`config.mk`:
```
export PLATFORM = sky130hd
export DESIGN_NAME = mem_wait_timer
export DESIGN_NICKNAME = d
export VERILOG_FILES = /design/src/verilog/mem_wait_timer.sv
export VERILOG_INCLUDE_DIRS = /design/src /design/src/verilog
export SDC_FILE = /design/constraint.sdc
export NUM_CORES = 1
export LEC_CHECK = 0
export BUFFER_PORTS_ARGS = -buffer_cell sky130_fd_sc_hd__buf_4
export CORE_AREA = 2 2 39 41
export CTS_CLUSTER_SIZE = 30
export DETAILED_ROUTE_END_ITERATION = 8
export DIE_AREA = 0 0 41 43
export PLACE_DENSITY = 0.3
export SLEW_MARGIN = 20
export SYNTH_ARGS = -nofsm -noshare
export SYNTH_HDL_FRONTEND = slang
export SYNTH_SLANG_ARGS = --single-unit
```
`constraint.sdc`:
```
create_clock -name clock -period 1.1 [get_ports clock]
set_input_delay 0.22 -clock clock [delete_from_list [all_inputs] [get_ports clock]]
set_output_delay 0.22 -clock clock [all_outputs]
set_load 0.01 [all_outputs]
```
`src/verilog/mem_cfg.svh`:
```
// Memory configuration macros for the AXI4-Lite simulation memory
`ifndef MEM_CFG_SVH
`define MEM_CFG_SVH

// First byte address of the memory window
`define MEM_BASE_ADDR 32'h0002_0000

// Byte address bits of the storage, 16 gives 64 KiB
`define MEM_ADDR_BITS 16

// Number of 32-bit words held by the RAM
`define MEM_WORDS (1 << (`MEM_ADDR_BITS - 2))

// Idle cycles between request accept and RAM access, 0 allowed
`define MEM_WAIT_STATES 3

`endif

```
`src/verilog/mem_wait_timer.sv`:
```
// Wait-state timer, counts the configured idle cycles after each request
`include "mem_cfg.svh"

module mem_wait_timer (
    input  logic clock,
    input  logic rst_n,
    input  logic start,
    output logic done
);

    localparam int WAIT_CYCLES = `MEM_WAIT_STATES;
    // At least one bit so zero wait states still builds
    localparam int CNT_BITS = (WAIT_CYCLES > 0) ? $clog2(WAIT_CYCLES + 1) : 1;

    logic [CNT_BITS-1:0] count;  // Cycles still to wait
    logic                busy;   // Countdown in progress

    always_ff @(posedge clock) begin
        if (!rst_n) begin
            count <= '0;
            busy  <= 1'b0;
        end else if (start) begin
            count <= CNT_BITS'(WAIT_CYCLES);  // Reload on every request
            busy  <= 1'b1;
        end else if (busy) begin
            if (count == '0) begin
                busy <= 1'b0;          // Done already shown
            end else begin
                count <= count - 1'b1;
            end
        end
    end

    // One-cycle pulse when the count has run out
    assign done = busy && (count == '0);

endmodule

```
Yosys cells after proc, flatten, opt, wreduce, memory -nomap -nowiden
Index checks and enable logic that the tools add are counted.

ROM bits: 0. Memories kept: 0. Bits in latches: 0. Input bits: 3. Memory bits (writable): 0. Output and inout port bits: 1. Bits in registers: 3.

Equal/unequal tests: 1. $lt $le $gt $ge: 0. $mul: 0. Add/subtract/negate cells: 1. Divide/modulo/power cells: 0. Bitwise logic cells: 0. Muxes and demuxes: 6. Reductions and logical operators: 4. Shifts and indexed selects: 0.

Operators with widths (number): $mux 2 (3); $mux 1 (3); $logic_not 2->1 (1); $ne 2x2->1 const B (1); $reduce_and 2->1 (1); $reduce_bool 2->1 (1); $sub 2x1->2 const B (1); $logic_and 1x1->1 (1).

Depth between registers and ports, before layout
Gate-level depths: netlist of the first run.

Depth in word-level cells: 4. Gate-level depth with buffers: 4. Gate-level depth less buffers: 4.

Worst setup path before layout of the first run
OpenSTA, ideal clock, no wires.

Kind: register to output. From: reg count[0]. To: out done. Data required time: 0.880 ns. Arrival time: 0.807 ns. Cell stages (with the launch flop): 4. Setup slack: 0.073 ns. Path buffers: 0. Cells stage by stage: dfxtp_1 > inv_1 > ha_1 > and2_2.

Longest elaborated chain between the ends: 2.

Ends and longest elaborated chain: start, declared (RTL line mem_wait_timer.sv:15) `logic [CNT_BITS-1:0] count;`; start signal, assigned (RTL line mem_wait_timer.sv:23) `count <= CNT_BITS'(WAIT_CYCLES);`; start signal, assigned (RTL line mem_wait_timer.sv:29) `count <= count - 1'b1;`; $logic_not 2->1 (RTL line mem_wait_timer.sv:35) `assign done = busy && (count == '0);`; $logic_and 1x1->1 (RTL line mem_wait_timer.sv:35); end, declared (RTL line mem_wait_timer.sv:8) `output logic done`.

No other way between the ends.

Worst setup path in the final report of the first run
From: reg count[1]. To: out done.

Same word-level chain as after synthesis.

==> results of run 1 <==
placed cells by master, fill, tap and decap left out, drive strengths merged, types with 2 or more instances in the layout:
cell type	instances
inv	2
nand4bb	2
buf	6
dfxtp	3
clkbuf	4
registers in the layout, summed over array words and instances (netlist names):
name	cells
busy	1
count	2
area by class of cell:
type	count	area (µm²)
clock buffers	4	26.3
well taps	16	20.0
multi-input cells	9	104
inverters	2	7.51
repair buffers	6	52.6
fillers	153	1110
flip-flops and latches	3	62.6
per-stage QoR:
stage	hold WS (ns)	instance area, µm²	setup WS [ns]
2_1_floorplan	0.338	158	0.0729
6_report	0.215	273	-0.117
3_5_place_dp	0.446	215	-0.0307
4_1_cts	0.198	273	-0.143
3_3_place_gp	0.451	215	-0.0304
5_1_grt	0.212	273	-0.161
per-layer routing:
layer  track usage (%)  routed length [µm]
met4              8.00                   0
met1              5.75                 135
met3              2.09                  27
met2              7.81                 190
met5                 0                   0
synth_stat cells:
master	count
o211a_1	1
nor2b_4	1
nand4bb_1	2
ha_1	1
and2_2	1
or2_0	1
dfxtp_1	3
inv_1	2
o21a_1	1
o311a_1	1
logic make-up (layout without fill, tap and decap cells):
| kind of cell | Yosys count | in the layout | share of synthesized area (%) |
|---|---|---|---|
| AOI/OAI and AO/OA | 3 | 3 | 17.5 |
| DFF | 3 | 3 | 38.1 |
| and+or+nand+nor | 5 | 5 | 31.7 |
| buffers and inverters | 2 | 12 | 4.76 |
| adders and majority gates | 1 | 1 | 7.94 |
power by group:
group,switching (µW),internal (µW),total (µW)
Clock,54.5,136,190
Combinational,30.0,53.0,83.0
Sequential,6.96,121,127
Total,91.5,309,401
how the worst max path moves through the flow:
| stage | to | slack [ns] | cells past startpoint |
|---|---|---|---|
| after CTS | done | -0.14 | 4 |
| final | done | -0.12 | 4 |
| after global placement | done | -0.03 | 4 |
| after floorplan | done | 0.07 | 3 |
| after global routing | done | -0.16 | 4 |
| after detailed placement | done | -0.03 | 4 |
worst max-delay path, stage by stage (launching register included):
cell,delay (ns)
dfxtp_2,0.32
inv_2,0.04
ha_4,0.14
and2_4,0.15
buf_6,0.11
repair_timing:
item | 4_1_cts | 5_1_grt
setup endpoints to repair | 2 | 4
endpoints found under the hold margin | 0 | 0
buffers inserted | 1 | 0
pin swaps | 1 | 2
gates resized for setup | 9 | 0
==> metrics.txt, run 1 <==
Initial Util=between 10% and 20%; Post-Layout Cell Count=40; failing checks=negative setup slack; flip-flop and latch count after synthesis=3; Max Cap Viol=0; Ports=4; Critical Path End Type=primary output; Die X=41 µm; Hold Crit Endpoint=busy; # diodes=0; global-route wire length before repair=641 µm; RR Endpoint=count[1]; Overflow after GRT=0; Final setup viols=2; WP data required=~0.9 ns; 1st-pass router iterations=1; FF-to-FF path depth=6; CTS Hold Bufs=0; core area=around 1400 µm²; placed insts=35; Post-Syn Nets=18; top post-synthesis cells by area=dfxtp_1, nand4bb_1, nor2b_4; fmax=822 MHz; Clock transition at path regs=~0.040 ns; CTS buffer count=3; Slew @ Worst Pin=0.136 ns; critical path type=reg2out; Mean Syn Cell Area=11.3 µm²; clock sinks=3; gr usage total=roughly 6%; hold depth=2; post-DR wirelength/cell=8.85 µm; Port Buf Inserts=3; Worst Slack Setup Final=-0.117 ns; total number of vias=140; CP Launch Type=flip-flop; maximum number of pins on one net before global-route repair=6; Critical Path Fanout Max=2; initial DRC count=0; area leader, netlist=dfxtp_1; drt drc=0; run status=finished, violations left; R2R Setup Slk=-0.03 ns; yosys warns=0; post-route ant nets=0; worst skew pair latency=~0.23 ns; setup TNS=-0.143 ns; antenna violations before repair=0; Fin. Hold Viols=0; Power per Cell Area=1470 nW/µm²; H-tree Lvls=1; WL final=354 µm; row cnt=14; CTS tree=yes; Distinct cells, synth=10; worst vdd ir=0.377 mV; Power Total=about 400 µW; Slew headroom=90.9%; fin crit share=111%; Gate Count Post-Synth=14; Area Overhead vs Synth=73.0%; Hold Crit Start=rst_n; Arr. time, crit path=1.00 ns; Die Y-Extent=43 µm; die area=1760 µm²; Synth Cell Area=between 150 and 200 µm²; worst setup path startpoint=count[1]; Slew Limit Fails=0; maximum buffer depth of the clock tree=2; static leakage=0.000118 µW; Hold Crit Class=in2reg; Synth top area share=38.1%; layout cells sized above 1=around 67%; post-layout util=19.7%; register area share after synthesis=38.1%; RSZ-0062 raised after global routing=true; vias in the first global route=179; min cycle time layout=1.22 ns; RR Startpoint=count[0]; Worst Skew=around 0.00054 ns; root buf cell=clkbuf_4; Final nets=29; GPL Wtd Cong=0.625; Vias per Instance=3.50
Note: power is estimated with default switching activity, not from simulation.
==> run 2: changes to the inputs <==
--- a/config.mk
+++ b/config.mk
@@ -12,6 +12,7 @@
 export DETAILED_ROUTE_END_ITERATION = 8
 export DIE_AREA = 0 0 41 43
 export PLACE_DENSITY = 0.3
+export SETUP_SLACK_MARGIN = 0.1
 export SLEW_MARGIN = 20
 export SYNTH_ARGS = -nofsm -noshare
 export SYNTH_HDL_FRONTEND = slang
==> constraint.sdc (replaced) <==
create_clock -name clock -period 1.3 [get_ports clock]
set_input_delay 0.26 -clock clock [delete_from_list [all_inputs] [get_ports clock]]
set_output_delay 0.26 -clock clock [all_outputs]
set_load 0.01 [all_outputs]
==> metrics.txt, run 2 (same netlist as run 1, synthesis figures left out) <==
Post-Layout Cell Count=38; root buf cell=clkbuf_4; Slew @ Worst Pin=~0.14 ns; Overflow after GRT=0; static leakage=0.000106 µW; clock sinks=3; Clock transition at path regs=0.04 ns; Worst Slack Setup Final=between 0.02 and 0.03 ns; antenna violations before repair=0; 1st-pass router iterations=1; Max Cap Viol=0; R2R Setup Slk=about 0.21 ns; placed insts=34; CP Launch Type=flip-flop; post-DR wirelength/cell=8.05 µm; Ports=4; RSZ-0062 raised after global routing=true; RR Startpoint=count[0]; critical path type=reg2out; run status=completed; Final setup viols=0; most frequent cells in the layout=clkbuf_4, buf_4, inv_2, nand4bb_1, dfxtp_2; CTS buffer count=3; WP data required=1.04 ns; maximum number of pins on one net before global-route repair=6; # diodes=0; min cycle time layout=1.27 ns; worst setup path startpoint=count[0]; die area=approximately 1800 µm²; WL final=306 µm; worst vdd ir=0.343 mV; GPL Wtd Cong=roughly 0.56; Initial Util=11.4%; Final nets=27; Vias per Instance=3.24; row cnt=14; global-route wire length before repair=about 500 µm; Hold Crit Start=rst_n; vias in the first global route=125; Hold Crit Class=in2reg; top flop regs=count (2), busy (1); worst slack at placement=0.144 ns; Top reg by flops=count; fin crit share=97.9%; Slew Limit Fails=0; Slew headroom=90.9%; Fin. Hold Viols=0; Die Y-Extent=around 43 µm; Power Total=328 µW; Area Overhead vs Synth=61.1%; core area=approximately 1400 µm²; gr usage total=roughly 4.8%; drt drc=0; Die X=about 41 µm; Port Buf Inserts=3; fmax=786 MHz; setup TNS=0 ns; Critical Path Fanout Max=3; worst skew pair latency=0.23 ns; initial DRC count=0; CTS tree=yes; FILL cells=157; H-tree Lvls=1; layout cells sized above 1=a little under two thirds; Arr. time, crit path=roughly 1.0 ns; Power per Cell Area=1290 nW/µm²; total number of vias=123; DP HPWL=around 210 µm; Worst Skew=0.00162 ns; post-route ant nets=0; Critical Path End Type=primary output; Largest register FFs=2; CTS Hold Bufs=0; maximum buffer depth of the clock tree=2
## run 2: changes by cell type in the layout (fill, tap and decap cells not counted)
cell | previous run | this run
buf_4 | 4 | 3
buf_6 | 2 | 1
## run 2: what timing repair did
item	CTS	global route
gates resized for setup	8	0
setup buffers	0	0
endpoints found under the setup margin	1	1
pin swaps	1	0
## run 2: metal layers
metal,wire length [µm],track usage [%],vias up
met5,0,0,-
met4,0,8.00,0
met3,18,1.57,0
met2,116,4.06,4
met1,171,6.39,52
li1,-,-,67
## run 2: worst paths after layout
kind                                 end  depth (start not counted)
worst max register to register  count[1]                          5
worst min-delay path                busy                          2
worst max-delay path                done                          4
worst min register to register  count[1]                          1
## run 2: stage by stage
step / util [%] / instance area (µm²) / hold WS (ns)
2_1_floorplan: - / 158 / 0.378
3_3_place_gp: 15.0 / 208 / 0.491
3_5_place_dp: 15.0 / 208 / 0.497
4_1_cts: 18.4 / 254 / 0.252
5_1_grt: 18.4 / 254 / 0.256
6_report: 18.4 / 254 / 0.257
## run 2: area by class of cell
class | count | area [µm²] | area share [%]
multi-input cells | 9 | 104 | 40.9
repair buffers | 4 | 33.8 | 13.3
clock buffers | 4 | 26.3 | 10.3
well taps | 16 | 20.0 | 7.88
flip-flops and latches | 3 | 62.6 | 24.6
inverters | 2 | 7.51 | 2.96
## run 2: power by group
group / leakage [µW] / total (µW) / internal [µW] / switching [µW]
Sequential: 0.0000255 / 108 / 102 / 6.53
Combinational: 0.0000659 / 56.1 / 34.6 / 21.6
Clock: 0.0000150 / 164 / 115 / 48.6
Total: 0.000106 / 328 / 252 / 76.6
## run 2: worst max-delay path: stages, from the launching register on
cell	delay [ns]
dfxtp_2	0.33
inv_2	0.04
ha_4	0.15
and2_4	0.15
buf_6	0.11
