**config.mk**
```make
export PLATFORM = sky130hd
export DESIGN_NAME = mem_access_fsm
export DESIGN_NICKNAME = d
export VERILOG_FILES = /design/src/verilog/mem_pkg.sv /design/src/verilog/mem_access_fsm.sv
export VERILOG_INCLUDE_DIRS = /design/src /design/src/verilog
export SDC_FILE = /design/constraint.sdc
export NUM_CORES = 1
export LEC_CHECK = 0
export BUFFER_PORTS_ARGS = -buffer_cell sky130_fd_sc_hd__buf_4
export CAP_MARGIN = 20
export CORE_AREA = 4 4 95 97
export DETAILED_ROUTE_END_ITERATION = 10
export DIE_AREA = 0 0 99 101
export PLACE_DENSITY = 0.88
export SLEW_MARGIN = 20
export SYNTH_ARGS = -nofsm -noshare
export SYNTH_HDL_FRONTEND = slang
export SYNTH_SLANG_ARGS = --single-unit
export TNS_END_PERCENT = 10
```
**constraint.sdc**
```tcl
create_clock -name clock -period 10.5 [get_ports clock]
set_clock_uncertainty 0.05 [all_clocks]
set_input_delay 0.525 -clock clock [delete_from_list [all_inputs] [get_ports clock]]
set_output_delay 0.525 -clock clock [all_outputs]
set_load 0.1 [all_outputs]
```
**src/verilog/mem_cfg.svh**
```systemverilog
// Memory configuration macros for the AXI4-Lite simulation memory
`ifndef MEM_CFG_SVH
`define MEM_CFG_SVH

// First byte address of the memory window
`define MEM_BASE_ADDR 32'h0002_0000

// Byte address bits of the storage, 16 gives 64 KiB
`define MEM_ADDR_BITS 16

// Number of 32-bit words held by the RAM
`define MEM_WORDS (1 << (`MEM_ADDR_BITS - 2))

// Idle cycles between request accept and RAM access, 0 allowed
`define MEM_WAIT_STATES 3

`endif

```
**src/verilog/mem_pkg.sv**
```systemverilog
// Shared types for the memory, word views, bus response codes and word index
`include "mem_cfg.svh"

package mem_pkg;

    // One memory word, seen whole by the bus or lane by lane by the RAM
    typedef union packed {
        logic [31:0]     word;   // Bus view
        logic [3:0][7:0] bytes;  // Lane view, index 0 is bits 7:0
    } mem_word_t;

    // AXI response codes used by this slave
    typedef enum logic [1:0] {
        OKAY   = 2'b00,
        SLVERR = 2'b10
    } axi_resp_t;

    // Word index into storage
    typedef logic [`MEM_ADDR_BITS-3:0] mem_index_t;

endpackage

```
**src/verilog/mem_access_fsm.sv**
```systemverilog
// AXI4-Lite slave FSM, sequences handshakes, wait timer, RAM access and responses
module mem_access_fsm (
    input  logic               clock,
    input  logic               rst_n,
    // Write address and data
    input  logic               awvalid,
    output logic               awready,
    input  logic [31:0]        awaddr,
    input  logic               wvalid,
    output logic               wready,
    input  logic [31:0]        wdata,
    input  logic [3:0]         wstrb,
    // Write response
    output logic               bvalid,
    input  logic               bready,
    output mem_pkg::axi_resp_t bresp,
    // Read address and data
    input  logic               arvalid,
    output logic               arready,
    input  logic [31:0]        araddr,
    output logic               rvalid,
    input  logic               rready,
    output logic [31:0]        rdata,
    output mem_pkg::axi_resp_t rresp,
    // Decoder
    output logic [31:0]        req_addr,
    input  logic               in_range,
    // Timer
    output logic               timer_start,
    input  logic               timer_done,
    // RAM
    output logic               ram_write_en,
    output logic               ram_read_en,
    output logic [3:0]         ram_strb,
    output mem_pkg::mem_word_t ram_wdata,
    input  mem_pkg::mem_word_t ram_rdata
);

    import mem_pkg::*;

    typedef enum logic [2:0] {
        ST_IDLE,
        ST_WR_WAIT,
        ST_RD_WAIT,
        ST_RD_CAPTURE,
        ST_WR_RESP,
        ST_RD_RESP
    } state_t;

    state_t     state;
    logic       aw_fire;   // AW and W taken together
    logic       ar_fire;   // AR taken
    logic [3:0] req_strb;  // Latched write strobes

    // Accept only when idle, write wins over read
    assign aw_fire = (state == ST_IDLE) && awvalid && wvalid;
    assign ar_fire = (state == ST_IDLE) && arvalid && !(awvalid && wvalid);

    assign awready     = aw_fire;
    assign wready      = aw_fire;
    assign arready     = ar_fire;
    assign timer_start = aw_fire || ar_fire;  // Countdown from the accept edge

    assign ram_strb = in_range ? req_strb : 4'b0000;  // Misses store nothing
    assign rdata    = in_range ? ram_rdata.word : 32'h0;  // Zero data on a miss

    // Control path
    always_ff @(posedge clock) begin
        if (!rst_n) begin
            state        <= ST_IDLE;
            bvalid       <= 1'b0;
            rvalid       <= 1'b0;
            ram_write_en <= 1'b0;
            ram_read_en  <= 1'b0;
        end else begin
            case (state)
                ST_IDLE: begin
                    if (aw_fire) begin
                        state <= ST_WR_WAIT;
                    end else if (ar_fire) begin
                        state <= ST_RD_WAIT;
                    end
                end
                ST_WR_WAIT: begin
                    if (ram_write_en) begin
                        ram_write_en <= 1'b0;  // RAM took the write this edge
                        bvalid       <= 1'b1;
                        state        <= ST_WR_RESP;
                    end else if (timer_done) begin
                        ram_write_en <= 1'b1;
                    end
                end
                ST_RD_WAIT: begin
                    if (timer_done) begin
                        ram_read_en <= 1'b1;
                        state       <= ST_RD_CAPTURE;
                    end
                end
                ST_RD_CAPTURE: begin
                    ram_read_en <= 1'b0;  // Word lands in RAM output reg
                    rvalid      <= 1'b1;
                    state       <= ST_RD_RESP;
                end
                ST_WR_RESP: begin
                    if (bready) begin
                        bvalid <= 1'b0;
                        state  <= ST_IDLE;
                    end
                end
                ST_RD_RESP: begin
                    if (rready) begin
                        rvalid <= 1'b0;
                        state  <= ST_IDLE;
                    end
                end
                default: state <= ST_IDLE;
            endcase
        end
    end

    // Request and response payload
    always_ff @(posedge clock) begin
        if (aw_fire) begin
            req_addr       <= awaddr;
            ram_wdata.word <= wdata;
            req_strb       <= wstrb;
        end else if (ar_fire) begin
            req_addr <= araddr;
        end
        if (state == ST_WR_WAIT && ram_write_en) begin
            bresp <= in_range ? OKAY : SLVERR;
        end
        if (state == ST_RD_CAPTURE) begin
            rresp <= in_range ? OKAY : SLVERR;
        end
    end

endmodule

```
# Word level (Yosys, flattened, before mapping)

Index checks and enable logic that the tools add are counted.

Word-level logic and storage cells: 58
Output and inout port bits: 112
Input port bits: 141
Register bits: 79

Eq/ne operators: 10
Muxes and demuxes: 21
Reductions and logical operators: 17

Operators by type and width:

| operator                                            | count |
|---|---|
| two-way mux 32 bit                                  | 3 |
| two-way mux 3 bit                                   | 6 |
| one-hot mux 3 bit (6 select lines)                  | 1 |
| != test 2 bit, second input constant                | 4 |
| nonzero test 2 bit                                  | 4 |
| equality test 3 x 2 -> 1 bit, second input constant | 2 |
| equality test 3 bit, second input constant          | 2 |
| logical AND 1 bit                                   | 6 |
| two-way mux 1 bit                                   | 6 |
| one-hot mux 1 bit (2 select lines)                  | 3 |
| AND reduction 5 bit                                 | 1 |
| two-way mux 4 bit                                   | 1 |
| AND reduction 2 bit                                 | 2 |
| equality test 3 x 1 -> 1 bit, second input constant | 1 |
| logical NOT 3 bit                                   | 1 |
| != test 3 bit, second input constant                | 1 |
| AND reduction 3 bit                                 | 1 |
| two-way mux 2 bit                                   | 1 |
| logical NOT 1 bit                                   | 1 |
| logical OR 1 bit                                    | 1 |

# Depth between registers and ports, before layout

Depth after elaboration: 6
Mapped depth: 5

# Worst setup path after synthesis

Ideal clock, no wire load.

Kind: register to register
Start: register state[1]
End: register req_addr[0] (enable)
Clock period less this slack: 7,137 ps
Stages on the path, launching flop included: 3
Setup slack: 3,363 ps
Arrival time: 6,455 ps
Cells stage by stage: dfxtp_1 > clkbuf_1 > nor4_1

Longest elaborated chain between the ends: 4
Elaborated cells between the ends (all ways): 6
Those cells by class: 6 x reduce/logical

Ends and longest elaborated chain:

| element                                            | line                                       | RTL |
|---|---|---|
| from (decl)                                        | mem_access_fsm.sv:50                       | `state_t state;` |
| from (signal assigned)                             | mem_access_fsm.sv:70                       | `state <= ST_IDLE;` |
| from (signal assigned)                             | mem_access_fsm.sv:79                       | `state <= ST_WR_WAIT;` |
| from (signal assigned)                             | mem_access_fsm.sv:81                       | `state <= ST_RD_WAIT;` |
| logical NOT 3 bit (*)                              | mem_access_fsm.sv:56, mem_access_fsm.sv:57 |  |
| logical AND 1 bit (on tied branches) (2 in series) | mem_access_fsm.sv:56, mem_access_fsm.sv:57 |  |
| nonzero test 2 bit (no source line) (*)            | --                                         |  |
| to (signal assigned)                               | mem_access_fsm.sv:124                      | `req_addr <= awaddr;` |
| to (signal assigned)                               | mem_access_fsm.sv:128                      | `req_addr <= araddr;` |
| to (decl)                                          | mem_access_fsm.sv:26                       | `output logic [31:0] req_addr,` |

Mark *: on every way between the ends. The rest lies on a longest branch, timed or not.
A chain may end at the register's enable or synchronous reset.

# Final worst setup path

Start: register state[0]
End: output port awready

Longest elaborated chain between the ends: 3

Ends and longest elaborated chain:

| element                         | line                 | RTL |
|---|---|---|
| logical NOT 3 bit               | mem_access_fsm.sv:56 | `assign aw_fire = (state == ST_IDLE) && awvalid && wvalid;` |
| logical AND 1 bit (2 in series) | mem_access_fsm.sv:56 |  |
| to (decl)                       | mem_access_fsm.sv:7  | `output logic awready,` |

Every way passes these cells.

==> impl_metrics.csv <==
group,metric,value,unit
cells_and_area,most-common-layout-cells,"253 x buf_4, 70 x edfxtp_1, 37 x and2_1",
power_and_ir_drop,p_leak,2.33,nW
clocking,cts_setup_buffers,0,
critical_path,crit_start,"state[0]",
cells_and_area,final_nets,592,
clocking,cts_resized,0,
sta,finalHoldViolations,0,
sta,max_freq,0.383,GHz
critical_path,crit_type,"register to primary output",
clocking,h-tree-depth,3,
sta,finalSetupTns,0,ns
floorplan,ios,253,
clocking,cts-root-buf,"clkbuf_8",
floorplan,die_area,0.0100,mm^2
floorplan,rows,33,
global_route,track_usage,18.7,%
critical_path,cp.arrival,2.04,ns
sta,drv_slew,0,
place,place.gp.congestion,0.840,
power_and_ir_drop,max-vdd-ir-drop,0.133,mV
logic_synthesis,syn_area_per_cell,16.0,um^2
floorplan,core-area,0.00813,mm^2
logic_synthesis,synth_top_area_cell,"edfxtp_1",
critical_path,worstSetupEndpointType,"primary output",
sta,min_period,2.61,ns
critical_path,r2r_start,"state[0]",
logic_synthesis,synth_warnings,0,
sta,slew_headroom,62.7,%
logic_synthesis,synth_area,0.00317,mm^2
clocking,path_clk_slew,0.08,ns
drt,routedWlPerCell,17.6,um
floorplan,fp.dieH,101,um
global_route,grt_overflow,0,
critical_path,cp_max_fo,40,
drt,via_per_inst,4.61,
min_path,hp-class,"input port to register",
logic_synthesis,ys_seq_area_share,70.7,%
clocking,cts_hold_buf,0,
critical_path,critPathLaunchType,"register",
cells_and_area,antennaDiodeCount,0,
sta,rsz0062_at_grt,"no",
global_route,antenna_found_initial,0,
min_path,worstHoldStart,"wdata[22]",
logic_synthesis,ys_types,29,
place,port_buffers,250,
floorplan,start_util,39.0,%
global_route,grt_first_pass_wirelength,14200,um
clocking,tritoncts,"yes",
clocking,clk_latency,0.34,ns
flow_run,drv_cap,0,
cells_and_area,final_common_cell,"buf_4",
clocking,cts_buffers,9,
critical_path,critical_path_required,9.93,ns
cells_and_area,final_layout_size_suffix_gt1_share,65.9,%
logic_synthesis,synth.top_cell.area_share,66.3,%
drt,firstDrtPassIters,4,
drt,routed_wl,9840,um
sta,setup_viol,0,
sta,fin_crit_sh,24.9,%
drt,drtAntennaViolNets,0,
floorplan,die_w,99,um
drt,post-route-drc-count,0,
status,status,"completed",
drt,vias,2581,
sta,worstMarginPinSlew,0.552,ns
sta,hold_slack,0.309,ns
global_route,grt_max_degree,41,
power_and_ir_drop,power_density,187,mW/mm^2
place,dp_hpwl,7940,um
clocking,cts_buffer_depth,2,
global_route,grt_pass1_vias,2755,
logic_synthesis,synth_top_cells_by_area,"edfxtp_1 66%, mux2_2 11%, and2_1 7.3%, dfxtp_1 4.4%, buf_4 1.2%",
cells_and_area,area_growth,67.3,%
logic_synthesis,synth-seq-cells,77,
clocking,clock-sinks,77,
drt,drtIter0Drc,55,
logic_synthesis,synthCells,198,
-- stage by stage --
| step | worst slack [ns] | power (mW) | instances | cell area (um^2) | utilization [%] |
|---|---|---|---|---|---|
| 2_1_floorplan | 3.36 | 0.690 | 199 | 3180 | - |
| 3_3_place_gp | 8.14 | 0.784 | 545 | 5130 | 63.0 |
| 3_5_place_dp | 8.11 | 0.791 | 545 | 5130 | 63.0 |
| 4_1_cts | 7.86 | 1.00 | 560 | 5310 | 65.2 |
| 5_1_grt | 7.72 | 1.03 | 560 | 5310 | 65.2 |
| 6_report | 7.89 | 0.992 | 560 | 5310 | 65.2 |
-- cells by family (layout without fill, tap and decap cells) --
family          count (synthesis)  in the layout  synth area share [%]
compound gates                 13             13                  2.45
buf+inv                        14            270                  2.96
flops                          77             77                  70.7
mux                            34             34                  12.0
other cells                     1              2                 0.118
simple gates                   59             59                  11.8
-- worst paths after layout --
kind              slack, ns       endpoint  cells after the start
setup reg to reg       8.50    req_addr[3]                      3
hold / removal         0.31  ram_wdata[22]                      1
hold reg to reg        0.49         bvalid                      2
setup / recovery       7.89        awready                      3
-- cell usage after synthesis --
library cell	number
o21ai_0	4
nand2_4	1
dfxtp_1	7
a31oi_1	1
conb_1	1
nor4_1	2
or4b_1	2
nor2b_1	2
inv_1	2
nor2_1	5
and2_1	37
a21boi_0	1
clkbuf_1	4
mux2i_1	2
nand2_1	5
nor4b_1	1
a21boi_1	1
o211ai_1	1
nand2b_1	1
edfxtp_1	70
buf_4	5
nor4_4	1
a21oi_1	4
mux2_2	31
o311ai_0	1
nand3_1	1
mux2_1	1
nor3b_1	1
buf_6	3
-- area by class of cell --
| cell class | count | area (um^2) |
|---|---|---|
| multi-input combinational | 108 | 846 |
| timing repair buffer | 253 | 1900 |
| fill | 607 | 2830 |
| clock buffer | 10 | 128 |
| clock inverter | 5 | 52.6 |
| tap | 105 | 131 |
| inverter | 2 | 7.51 |
| sequential | 77 | 2240 |
-- power by group --
| group | switching, mW | internal [mW] | leakage, nW |
|---|---|---|---|
| logic | 0.302 | 0.0958 | 1.52 |
| clock network | 0.102 | 0.107 | 0.0935 |
| registers | 0.0130 | 0.371 | 0.716 |
-- per-layer routing --
layer | vias up | share of wire, % | GRT usage (%)
met3 | 17 | 8.9 | 5.81
met2 | 135 | 53 | 33.4
met5 | - | 0 | 0
met1 | 1206 | 36 | 20.7
li1 | 1223 | - | -
met4 | 0 | 2.1 | 7.35
-- critical path, cell delays in order, from the launching register on --
cell	delay [ns]
dfxtp_1	0.48
nor4_4	0.32
buf_4	0.47
buf_4	0.39
-- sequential cells by signal (all words and copies together) (netlist names) --
register	cells
bvalid	1
ram_write_en	1
bresp	1
rvalid	1
rresp	1
req_addr	32
req_strb	4
ram_wdata	32
state	3
ram_read_en	1
(Power assumes the default switching activity.)
